$ cat config.mk
export PLATFORM = sky130hd
export DESIGN_NAME = keypad_control
export DESIGN_NICKNAME = d
export VERILOG_FILES = /design/src/logic/keypad_pkg.sv /design/src/logic/keypad_control.sv /design/src/logic/message_assembler.sv /design/src/logic/multitap_control.sv /design/src/logic/key_debouncer.sv /design/src/logic/keypad_scanner.sv /design/src/logic/scan_timer.sv
export SDC_FILE = /design/constraint.sdc
export NUM_CORES = 1
export LEC_CHECK = 0
export ABC_AREA = 1
export BUFFER_PORTS_ARGS = -buffer_cell sky130_fd_sc_hd__buf_4
export CAP_MARGIN = 20
export CORE_MARGIN = 4
export CORE_UTILIZATION = 45
export CTS_CLUSTER_SIZE = 28
export DETAILED_ROUTE_END_ITERATION = 10
export GPL_TIMING_DRIVEN = 0
export PLACE_DENSITY = 0.74
export SYNTH_ARGS = -nofsm -noshare
export SYNTH_HDL_FRONTEND = slang
export SYNTH_SLANG_ARGS = --single-unit
$ cat constraint.sdc
create_clock -name clk -period 2.2 [get_ports clk]
set_input_delay 0.33 -clock clk [delete_from_list [all_inputs] [get_ports clk]]
set_output_delay 0.33 -clock clk [all_outputs]
set_load 0.005 [all_outputs]
$ cat src/logic/keypad_pkg.sv
`default_nettype none

package keypad_pkg;

    // timing and sizing
    localparam int SCAN_TICKS      = 100000;
    localparam int DEBOUNCE_SWEEPS = 2;
    localparam int MSG_CHARS       = 16;

    // one-hot row or column lines
    typedef logic [3:0]             lines_t;
    // row nibble above column nibble, zero means no key
    typedef logic [7:0]             keycode_t;
    typedef logic [7:0]             ascii_t;
    // newest character sits in the low byte
    typedef logic [MSG_CHARS*8-1:0] message_t;
    typedef logic [1:0]             tap_t;

    typedef enum logic {
        MODE_NUMBER,
        MODE_LETTER
    } entry_mode_e;

    localparam ascii_t ASCII_SPACE = 8'h20;

    // keypad layout, rows 1-2-3-A / 4-5-6-B / 7-8-9-C / *-0-#-D
    localparam keycode_t KEY_NONE = 8'h00;
    localparam keycode_t KEY_1    = 8'h11;
    localparam keycode_t KEY_2    = 8'h12;
    localparam keycode_t KEY_3    = 8'h14;
    localparam keycode_t KEY_A    = 8'h18;
    localparam keycode_t KEY_4    = 8'h21;
    localparam keycode_t KEY_5    = 8'h22;
    localparam keycode_t KEY_6    = 8'h24;
    localparam keycode_t KEY_B    = 8'h28;
    localparam keycode_t KEY_7    = 8'h41;
    localparam keycode_t KEY_8    = 8'h42;
    localparam keycode_t KEY_9    = 8'h44;
    localparam keycode_t KEY_C    = 8'h48;
    localparam keycode_t KEY_STAR = 8'h81;
    localparam keycode_t KEY_0    = 8'h82;
    localparam keycode_t KEY_HASH = 8'h84;
    localparam keycode_t KEY_D    = 8'h88;

    // characters a key cycles through in letter mode, 0 for control keys
    function automatic logic [2:0] taps_for_key(keycode_t key);
        case (key)
            KEY_1, KEY_7, KEY_9, KEY_STAR, KEY_0:        return 3'd4;
            KEY_2, KEY_3, KEY_4, KEY_5, KEY_6, KEY_8:    return 3'd3;
            default:                                     return 3'd0;
        endcase
    endfunction

    function automatic ascii_t letter_char(keycode_t key, tap_t tap, logic upper);
        logic [31:0] set;
        ascii_t      ch;
        // tap 0 is the leftmost character of each set
        case (key)
            KEY_1:    set = "@_&:";
            KEY_2:    set = "abc ";
            KEY_3:    set = "def ";
            KEY_4:    set = "ghi ";
            KEY_5:    set = "jkl ";
            KEY_6:    set = "mno ";
            KEY_7:    set = "pqrs";
            KEY_8:    set = "tuv ";
            KEY_9:    set = "wxyz";
            KEY_STAR: set = "+-/=";
            KEY_0:    set = ",.?!";
            default:  set = "    ";
        endcase
        ch = set[8*(3-tap) +: 8];
        // shift only touches letters, punctuation passes through
        if (upper && (ch >= "a") && (ch <= "z")) begin
            ch = ch - 8'h20;
        end
        return ch;
    endfunction

    // character printed on the key face
    function automatic ascii_t number_char(keycode_t key);
        case (key)
            KEY_1:    return "1";
            KEY_2:    return "2";
            KEY_3:    return "3";
            KEY_4:    return "4";
            KEY_5:    return "5";
            KEY_6:    return "6";
            KEY_7:    return "7";
            KEY_8:    return "8";
            KEY_9:    return "9";
            KEY_0:    return "0";
            KEY_STAR: return "*";
            KEY_HASH: return "#";
            default:  return ASCII_SPACE;
        endcase
    endfunction

endpackage

`default_nettype wire
$ cat src/logic/keypad_control.sv
`default_nettype none

module keypad_control
    import keypad_pkg::*;
#(
    parameter int scan_ticks = SCAN_TICKS
) (
    input  logic     clk,
    input  logic     rst_n,
    input  lines_t   readrow,
    output lines_t   scancol,
    output logic     msg_tx_ctrl,
    output message_t msg_1
);

    logic        scan_tick;
    logic        sweep_done;
    keycode_t    sweep_code;
    logic        key_strobe;
    keycode_t    key_code;
    logic        commit_valid;
    keycode_t    commit_key;
    tap_t        commit_tap;
    logic        commit_upper;
    entry_mode_e commit_mode;

    // column dwell
    scan_timer #(
        .scan_ticks (scan_ticks)
    ) scan_timer_inst (
        .clk       (clk),
        .rst_n     (rst_n),
        .scan_tick (scan_tick)
    );

    keypad_scanner keypad_scanner_inst (
        .clk        (clk),
        .rst_n      (rst_n),
        .scan_tick  (scan_tick),
        .readrow    (readrow),
        .scancol    (scancol),
        .sweep_done (sweep_done),
        .sweep_code (sweep_code)
    );

    key_debouncer key_debouncer_inst (
        .clk        (clk),
        .rst_n      (rst_n),
        .sweep_done (sweep_done),
        .sweep_code (sweep_code),
        .key_strobe (key_strobe),
        .key_code   (key_code)
    );

    // decides when a character is final
    multitap_control multitap_control_inst (
        .clk          (clk),
        .rst_n        (rst_n),
        .key_strobe   (key_strobe),
        .key_code     (key_code),
        .commit_valid (commit_valid),
        .commit_key   (commit_key),
        .commit_tap   (commit_tap),
        .commit_upper (commit_upper),
        .commit_mode  (commit_mode),
        .msg_tx_ctrl  (msg_tx_ctrl)
    );

    // decides which character it is
    message_assembler message_assembler_inst (
        .clk          (clk),
        .rst_n        (rst_n),
        .commit_valid (commit_valid),
        .commit_key   (commit_key),
        .commit_tap   (commit_tap),
        .commit_upper (commit_upper),
        .commit_mode  (commit_mode),
        .msg_1        (msg_1)
    );

endmodule

`default_nettype wire

$ cat src/logic/message_assembler.sv
`default_nettype none

module message_assembler
    import keypad_pkg::*;
(
    input  logic        clk,
    input  logic        rst_n,
    input  logic        commit_valid,
    input  keycode_t    commit_key,
    input  tap_t        commit_tap,
    input  logic        commit_upper,
    input  entry_mode_e commit_mode,
    output message_t    msg_1
);

    localparam int MSG_BITS = MSG_CHARS * 8;

    ascii_t new_char;

    // character for this commit
    always_comb begin
        if (commit_key == KEY_C) begin
            // C with nothing pending
            new_char = ASCII_SPACE;
        end else if (commit_mode == MODE_NUMBER) begin
            new_char = number_char(commit_key);
        end else begin
            new_char = letter_char(commit_key, commit_tap, commit_upper);
        end
    end

    // oldest character falls off the top byte
    always_ff @(posedge clk or negedge rst_n) begin
        if (!rst_n) begin
            msg_1 <= {MSG_CHARS{ASCII_SPACE}};
        end else if (commit_valid) begin
            msg_1 <= {msg_1[MSG_BITS-9:0], new_char};
        end
    end

endmodule

`default_nettype wire

$ cat src/logic/multitap_control.sv
`default_nettype none

module multitap_control
    import keypad_pkg::*;
(
    input  logic        clk,
    input  logic        rst_n,
    input  logic        key_strobe,
    input  keycode_t    key_code,
    output logic        commit_valid,
    output keycode_t    commit_key,
    output tap_t        commit_tap,
    output logic        commit_upper,
    output entry_mode_e commit_mode,
    output logic        msg_tx_ctrl
);

    entry_mode_e mode;
    logic        shift;
    keycode_t    pend_key;
    tap_t        pend_tap;
    logic        pending;
    logic        char_key;
    logic        tap_last;

    assign pending  = (pend_key != KEY_NONE);
    // control keys cycle through nothing
    assign char_key = (taps_for_key(key_code) != 3'd0);
    // last character of the pending key, next tap wraps
    assign tap_last = (pend_tap == tap_t'(taps_for_key(pend_key) - 3'd1));

    always_ff @(posedge clk or negedge rst_n) begin
        if (!rst_n) begin
            mode         <= MODE_NUMBER;
            shift        <= 1'b0;
            pend_key     <= KEY_NONE;
            pend_tap     <= '0;
            commit_valid <= 1'b0;
            msg_tx_ctrl  <= 1'b0;
        end else begin
            commit_valid <= 1'b0;
            msg_tx_ctrl  <= 1'b0;
            if (key_strobe) begin
                case (key_code)
                    KEY_B: begin
                        // mode flip drops whatever was in progress
                        mode     <= (mode == MODE_NUMBER) ? MODE_LETTER : MODE_NUMBER;
                        shift    <= 1'b0;
                        pend_key <= KEY_NONE;
                    end
                    KEY_C: begin
                        // pending key or a plain space
                        commit_valid <= 1'b1;
                        pend_key     <= KEY_NONE;
                    end
                    KEY_D: begin
                        commit_valid <= pending;
                        pend_key     <= KEY_NONE;
                        msg_tx_ctrl  <= 1'b1;
                    end
                    KEY_HASH: begin
                        if (mode == MODE_LETTER) begin
                            shift <= ~shift;
                        end else begin
                            commit_valid <= 1'b1;
                        end
                    end
                    default: begin
                        // key A lands here and is ignored
                        if (char_key) begin
                            if (mode == MODE_NUMBER) begin
                                commit_valid <= 1'b1;
                            end else if (key_code == pend_key) begin
                                pend_tap <= tap_last ? '0 : pend_tap + 1'b1;
                            end else begin
                                // new key finalizes the old one
                                commit_valid <= pending;
                                pend_key     <= key_code;
                                pend_tap     <= '0;
                            end
                        end
                    end
                endcase
            end
        end
    end

    // a pending key is always the one committed when there is one
    always_ff @(posedge clk) begin
        if (key_strobe) begin
            commit_key   <= pending ? pend_key : key_code;
            commit_tap   <= pending ? pend_tap : '0;
            commit_upper <= shift;
            commit_mode  <= mode;
        end
    end

endmodule

`default_nettype wire

$ cat src/logic/key_debouncer.sv
`default_nettype none

module key_debouncer
    import keypad_pkg::*;
(
    input  logic     clk,
    input  logic     rst_n,
    input  logic     sweep_done,
    input  keycode_t sweep_code,
    output logic     key_strobe,
    output keycode_t key_code
);

    localparam int CNT_W = $clog2(DEBOUNCE_SWEEPS + 1);

    keycode_t         last_code;
    logic [CNT_W-1:0] stable_cnt;
    logic [CNT_W-1:0] cnt_next;
    logic             released;
    logic             press;

    // run length of identical sweep codes, saturating
    always_comb begin
        if (sweep_code != last_code) begin
            cnt_next = CNT_W'(1);
        end else if (stable_cnt == CNT_W'(DEBOUNCE_SWEEPS)) begin
            cnt_next = stable_cnt;
        end else begin
            cnt_next = stable_cnt + 1'b1;
        end
    end

    // fires once on the sweep that makes the key stable
    assign press = released && (sweep_code != KEY_NONE) &&
                   (cnt_next == CNT_W'(DEBOUNCE_SWEEPS));

    always_ff @(posedge clk or negedge rst_n) begin
        if (!rst_n) begin
            last_code  <= KEY_NONE;
            stable_cnt <= '0;
            released   <= 1'b1;
            key_strobe <= 1'b0;
        end else begin
            key_strobe <= 1'b0;
            if (sweep_done) begin
                last_code  <= sweep_code;
                stable_cnt <= cnt_next;
                if (sweep_code == KEY_NONE) begin
                    // an empty sweep arms the next press
                    released <= 1'b1;
                end else if (press) begin
                    released   <= 1'b0;
                    key_strobe <= 1'b1;
                end
            end
        end
    end

    // code travels with the strobe
    always_ff @(posedge clk) begin
        if (sweep_done && press) begin
            key_code <= sweep_code;
        end
    end

endmodule

`default_nettype wire

$ cat src/logic/keypad_scanner.sv
`default_nettype none

module keypad_scanner
    import keypad_pkg::*;
(
    input  logic     clk,
    input  logic     rst_n,
    input  logic     scan_tick,
    input  lines_t   readrow,
    output lines_t   scancol,
    output logic     sweep_done,
    output keycode_t sweep_code
);

    lines_t   row_meta;
    lines_t   row_sync;
    lines_t   row_low;
    keycode_t col_code;
    keycode_t hit_code;
    logic     last_col;

    // rows come straight from the switches
    // two flops before they are looked at
    always_ff @(posedge clk or negedge rst_n) begin
        if (!rst_n) begin
            row_meta <= '0;
            row_sync <= '0;
        end else begin
            row_meta <= readrow;
            row_sync <= row_meta;
        end
    end

    // lowest row wins when several are down in one column
    assign row_low  = row_sync & (~row_sync + lines_t'(1));
    assign col_code = (row_sync != '0) ? {row_low, scancol} : KEY_NONE;
    assign last_col = scancol[3];

    always_ff @(posedge clk or negedge rst_n) begin
        if (!rst_n) begin
            scancol    <= 4'b0001;
            hit_code   <= KEY_NONE;
            sweep_done <= 1'b0;
            sweep_code <= KEY_NONE;
        end else begin
            sweep_done <= 1'b0;
            if (scan_tick) begin
                // sample first, then step to the next column
                scancol <= {scancol[2:0], scancol[3]};
                if (last_col) begin
                    // end of sweep, earlier column hit has priority
                    sweep_done <= 1'b1;
                    sweep_code <= (hit_code != KEY_NONE) ? hit_code : col_code;
                    hit_code   <= KEY_NONE;
                end else if (hit_code == KEY_NONE) begin
                    // keep only the first hit of the sweep
                    hit_code <= col_code;
                end
            end
        end
    end

endmodule

`default_nettype wire

$ cat src/logic/scan_timer.sv
`default_nettype none

module scan_timer
    import keypad_pkg::*;
#(
    parameter int scan_ticks = SCAN_TICKS
) (
    input  logic clk,
    input  logic rst_n,
    output logic scan_tick
);

    // at least one bit even for a period of one cycle
    localparam int CNT_W = (scan_ticks > 1) ? $clog2(scan_ticks) : 1;

    logic [CNT_W-1:0] tick_cnt;
    logic             at_last;

    // terminal count of the column dwell
    assign at_last   = (tick_cnt == CNT_W'(scan_ticks - 1));
    assign scan_tick = at_last;

    always_ff @(posedge clk or negedge rst_n) begin
        if (!rst_n) begin
            tick_cnt <= '0;
        end else if (at_last) begin
            // wrap and start the next dwell
            tick_cnt <= '0;
        end else begin
            tick_cnt <= tick_cnt + 1'b1;
        end
    end

endmodule

`default_nettype wire

==> Word level (Yosys, flattened, before mapping) <==
Index checks and enable logic that the tools add are counted.
{ "op_classes": {"n_mux": 40, "reduce_logical": 30, "eq_ne": 47, "magnitude_cmp": 2, "shift": 1, "addsub": 7, "n_bitwise": 5} }
{ "op_table": {"columns": ["cell", "n"], "rows": [
  ["31-bit one-hot mux with 11 select lines", 1],
  ["8-bit by 7-bit == test with 1-bit output (second input constant)", 11],
  ["8-bit 2-to-1 mux", 11],
  ["8-bit by 6-bit == test with 1-bit output (second input constant)", 10],
  ["8-bit by 5-bit == test with 1-bit output (second input constant)", 9],
  ["8-bit == test (second input constant)", 9],
  ["32-bit 2-to-1 mux", 2],
  ["5-bit one-hot mux with 12 select lines", 1],
  ["32-bit by 33-bit indexed part select with 8-bit output", 1],
  ["8-bit nonzero test", 3],
  ["17-bit by 1-bit adder with 17-bit output (second input constant)", 1],
  ["17-bit == test (second input constant)", 1],
  ["17-bit 2-to-1 mux", 1],
  ["8-bit logical NOT", 2],
  ["8-bit one-hot mux with 2 select lines", 1],
  ["1-bit 2-to-1 mux", 15],
  ["6-bit OR reduction", 2],
  ["2-bit nonzero test", 5],
  ["5-bit OR reduction", 2],
  ["8-bit == test", 1],
  ["8-bit by 7-bit >= comparator with 1-bit output (second input constant)", 1],
  ["8-bit by 7-bit less-or-equal comparator with 1-bit output (second input constant)", 1],
  ["2-bit 2-to-1 mux", 4],
  ["8-bit != test", 1],
  ["other kinds (25)", 36]
]} }
{ "totals": {"elab_cells": 155, "out_inout_bits": 133, "input_bits": 6, "regBits": 220} }

==> Logic depth before layout (Yosys ltp) <==
{ "depth": {"depth_word": 11, "mapped_depth": 14, "mapped_depth_nobuf": 14} }

==> Hierarchy <==
Synthesis repeated with hierarchy kept, for this count alone.
{ "unflattened": {"cells_unflattened": 1207, "area_unflattened_um2": 10082.2} }
{ "modules_own_cells": {"columns": ["mod", "cells_per_inst", "instances", "area_each_um2", "seq_area_each_um2"], "rows": [
  ["message_assembler", 631, 1, 5465.2, 3223.1],
  ["multitap_control", 211, 1, 1536.5, 710.7],
  ["keypad_scanner", 123, 1, 1152.4, 726.9],
  ["scan_timer", 138, 1, 1024.7, 425.4],
  ["key_debouncer", 104, 1, 903.4, 541.8]
]} }

==> Worst setup path after synthesis <==
No wires, ideal clock.
{ "synth_timing": {"path_type": "reg2reg", "startpoint": "register multitap_control_inst.commit_key[2]", "endpoint": "register message_assembler_inst.msg_1[6]", "required_time_ns": 2.084, "n_path_buf": 0, "setup_ns": 0.116, "stages_incl_launch_ff": 15, "arrival_time_ns": 1.629, "setup_slack_ns": 0.454, "synth_period_minus_slack_ns": 1.746, "path_cell_list": "edfxtp_1 > inv_2 > nand2_4 > nor2_4 > nand2_2 > nand2_2 > nor2_1 > nand3_1 > nand2_1 > nand2_2 > nand2_4 > ha_1 > nand3_1 > nand2_1 > nand2_1"} }
{ "synth_between": {"elab_chain_len": 11, "elab_cells_between_ends": 24, "classes_between": "add/sub: 1; order compare: 2; eq/ne: 12; shift: 1; mux: 6; reduce/logical: 2"} }
{ "synth_lines": {"columns": ["element", "line", "text"], "rows": [
  ["from (decl)", "multitap_control.sv:11", "output keycode_t commit_key,"],
  ["from (signal assigned)", "multitap_control.sv:91", "commit_key <= pending ? pend_key : key_code;"],
  ["8-bit == test, or another cell as far along", "keypad_pkg.sv:58", "case (key)"],
  ["31-bit one-hot mux with 11 select lines", "keypad_pkg.sv:58", null],
  ["32-bit 2-to-1 mux", "message_assembler.sv:25", "end else if (commit_mode == MODE_NUMBER) begin"],
  ["32-bit 2-to-1 mux", "message_assembler.sv:22", "if (commit_key == KEY_C) begin"],
  ["32-bit by 33-bit indexed part select with 8-bit output", "keypad_pkg.sv:72", "ch = set[8*(3-tap) +: 8];"],
  ["8-bit by 7-bit >= comparator with 1-bit output", "keypad_pkg.sv:74", "if (upper && (ch >= \"a\") && (ch <= \"z\")) begin"],
  ["1-bit logical AND (2 in a row)", "keypad_pkg.sv:74", null],
  ["8-bit 2-to-1 mux", "keypad_pkg.sv:74", null],
  ["8-bit 2-to-1 mux", "message_assembler.sv:25", null],
  ["8-bit 2-to-1 mux *", "message_assembler.sv:22", null],
  ["to (signal assigned)", "message_assembler.sv:35", "msg_1 <= {MSG_CHARS{ASCII_SPACE}};"],
  ["to (signal assigned)", "message_assembler.sv:37", "msg_1 <= {msg_1[MSG_BITS-9:0], new_char};"],
  ["to (decl)", "message_assembler.sv:13", "output message_t msg_1"]
]} }
Every way passes the cells marked *; elsewhere a longest branch is shown, timed or not. The select of a mux whose other input is x is not followed.
A chain may end at the register's enable or synchronous reset.

==> Worst setup path after layout <==
Ends and elaborated chain as after synthesis.

==> impl_metrics.py <==
metrics = {
    "timing": {
        "fin_crit_sh_pct": 86.0,
        "fmax_ghz": 0.528,
        "finalHoldViolations": 0,
        "holdWs_ns": 0.350,
        "period_needed_ns": 1.89,
        "rsz0062_at_grt": "false",
        "setup_viol": 0,
        "fin_skew_ns": 0.00622,
        "final_max_slew_viol_count": 0,
        "worstMarginPinSlew_ns": 0.819,
        "max_slew_margin_pct": 45.4,
    },
    "drt": {
        "drt_iter0_markers": 462,
        "postRouteAntennaNets": 0,
        "wl_met3_microns": 1440,
        "viasPerCell": 5.06,
        "drtPass1Iterations": 5,
        "wl_met1_microns": 9900,
        "route.vias.total": 7828,
        "drt_wl_total_microns": 23400,
        "highest_layer": "met4",
        "met2_length_microns": 11300,
        "drcViolationCount": 0,
        "wl_per_cell_microns": 15.1,
    },
    "yosys": {
        "synth_area_leaders": "dfrtp_1, nand2_1, o21ai_0",
        "ys_ff_latch": 220,
        "yosysUniqueCellTypes": 49,
        "synthesis.instances": 1086,
        "synth_area_per_cell_sq_um": 8.99,
        "syn_area_sq_mm": 0.00976,
        "syn_nets": 1095,
        "postSynth.asyncResetShare_pct": 90.9,
        "synth_top_cell_by_area": "dfrtp_1",
        "synth_edf_count": 20,
        "synth_warnings": 0,
        "synth_top_area_share_pct": 46.6,
        "synth_seq_area_share_pct": 57.6,
        "synthFlopType": "dfrtp_1",
    },
    "critical_path": {
        "worstPathMaxFanout": 4,
        "worstSetupPathType": "register to register",
        "start_kind": "register",
        "crit_slowest_cell": "edfxtp_1",
        "worst_ep_required_time_ns": 2.59,
        "cpPeakStageDelay_ns": 0.43,
        "critPathArrivalTime_ns": 2.29,
        "worstPathCellList": "inv_2 -> nand2_4 -> nor2_4 -> nand2_2 -> nand2_2 -> nor2_1 -> nand3_1 -> nand2_1 -> nand2_2 -> nand2_4 -> ha_1 -> nand3_1 -> nand2_1 -> nand2_1",
        "endpoint_kind": "register",
        "reg2reg_slack_ns": 0.31,
    },
    "place": {
        "port_buffers": 138,
        "routabilityCongestion": 0.867,
        "place_inst": 1500,
        "place_hpwl_microns": 17100,
    },
    "pwr": {
        "powerDensity_mw_per_mm2": 675,
        "ir_worst_vdd_v": 0.000509,
        "leakage_uw": 0.00575,
        "power_uw": 8110,
    },
    "worst_hold_path": {
        "hp-class": "register to register",
    },
    "die": {
        "die_x_microns": 155,
        "num_rows": 53,
        "core_region_area_sq_mm": 0.0212,
        "io_pins": 139,
        "dieArea_sq_mm": 0.0241,
        "die_h_microns": 155,
        "start_util_pct": 46.2,
    },
    "finish": {
        "drive_gt1_share_pct": 22.5,
        "antennaDiodeCount": 0,
        "nets": 1264,
        "fin_cells": 1546,
        "area_growth_pct": 23.0,
    },
    "clock_tree": {
        "cts_tree": "done",
        "cts.path.max_buffers": 3,
        "cts-root-buf": "clkbuf_16",
        "htree_num_levels": 1,
        "clk_pin_slew_ns": 0.06,
        "clock_latency_ns": 0.50,
        "cts.sinks": 220,
        "numCtsBuffers": 23,
        "post-cts-setup-buffers": 0,
    },
    "status": {
        "status": "finished, final reports clean",
    },
    "global_routing": {
        "grt_overflow": 0,
        "grt_antenna_before_repair": 0,
        "first_global_vias": 7688,
        "grt.total_usage_pct": 19.6,
        "grt_max_degree": 106,
        "grt_first_pass_wirelength_microns": 39100,
    },
    "flow_run": {
        "maxCapViolCount": 0,
    },
}
-- worst max-delay path, delay by kind of cell (launching register included) --
kind / cells / cell delay, ns
fa+ha+maj: 1 / 0.28
buf+inv: 1 / 0.09
simple gates: 12 / 0.99
flops: 1 / 0.43
-- flip-flops by register name (all words and copies together) (netlist names), 4 cells and up --
register,count
keypad_scanner_inst.sweep_code,8
keypad_scanner_inst.hit_code,8
scan_timer_inst.tick_cnt,17
multitap_control_inst.pend_key,8
key_debouncer_inst.last_code,8
keypad_scanner_inst.row_sync,4
keypad_scanner_inst.scancol,4
keypad_scanner_inst.row_meta,4
multitap_control_inst.commit_key,8
key_debouncer_inst.key_code,8
message_assembler_inst.msg_1,128
-- worst paths after layout --
kind	start	to	cells after the start
min in group asynchronous	rst_n	message_assembler_inst.msg_1[123]	2
max in group asynchronous	rst_n	message_assembler_inst.msg_1[37]	3
worst min-delay path	keypad_scanner_inst.row_meta[2]	keypad_scanner_inst.row_sync[2]	0
worst min register to register	keypad_scanner_inst.row_meta[2]	keypad_scanner_inst.row_sync[2]	0
worst max register to register	multitap_control_inst.commit_key[2]	message_assembler_inst.msg_1[6]	14
worst max-delay path	multitap_control_inst.commit_key[2]	message_assembler_inst.msg_1[6]	14
-- Yosys cell counts, types with 17 or more instances --
cell        n
inv_2      20
a21oi_1    19
nand2_2    17
dfstp_2    18
dfrtp_1   182
edfxtp_1   20
nand3_1    42
nor2_1     51
clkbuf_1   23
nand4_1    17
inv_1     138
o21ai_0   150
nand2_1   274
-- cell families after synthesis --
group	after synthesis	synth area share (%)
xor+xnor	7	0.628
fa+ha+maj	3	0.384
compound gates	212	12.0
simple gates	456	22.1
flops	220	57.6
buf+inv	188	7.33
-- cells in the final DEF, fill, tap and decap left out, drive strengths merged, types with 18 or more instances in the layout --
master	Yosys	routed
nand2	301	301
dfrtp	182	182
o21ai	170	170
inv	158	159
buf	7	146
nor2	72	72
clkbuf	23	59
nand3	46	46
edfxtp	20	20
a21oi	19	19
dfstp	18	18
nand4	18	18
-- final cells by class --
cell class              count  area, sq um
multi-input cells         678         3420
clock inverters             5         78.8
flip-flops and latches    220         5630
well taps                 275          344
inverters                 158          593
fillers                  1789         9150
clock buffers              36          694
repair buffers            144         1120
plain buffers              30          123
-- per-stage QoR --
stage / cell area [sq um] / worst slack, ns / util [%] / TNS, ns
3_5_place_dp: 11200 / 0.159 / 52.8 / 0
5_1_grt: 12000 / 0.154 / 56.8 / 0
6_report: 12000 / 0.307 / 56.8 / 0
4_1_cts: 12000 / 0.137 / 56.7 / 0
2_1_floorplan: 9760 / 0.454 / - / 0
3_3_place_gp: 11100 / -0.583 / 52.7 / -103.40
-- metal layers --
| layer | up-vias | track usage (%) |
|---|---|---|
| met1 | 3750 | 25.9 |
| met4 | 0 | 5.88 |
| met2 | 200 | 32.9 |
| li1 | 3829 | - |
| met3 | 49 | 4.26 |
| met5 | - | 0 |
-- where the power goes --
| part | internal, uW | switching (uW) |
|---|---|---|
| Sequential | 4100 | 3.63 |
| Clock | 2390 | 1510 |
| Combinational | 19.8 | 75.0 |
| Total | 6520 | 1590 |
-- repair_timing --
action	in CTS	in global routing
gates resized for setup	0	1
setup endpoints to repair	0	8
endpoints found under the hold margin	102	0
hold buffers	5	0
Note: power is estimated with default switching activity, not from simulation.
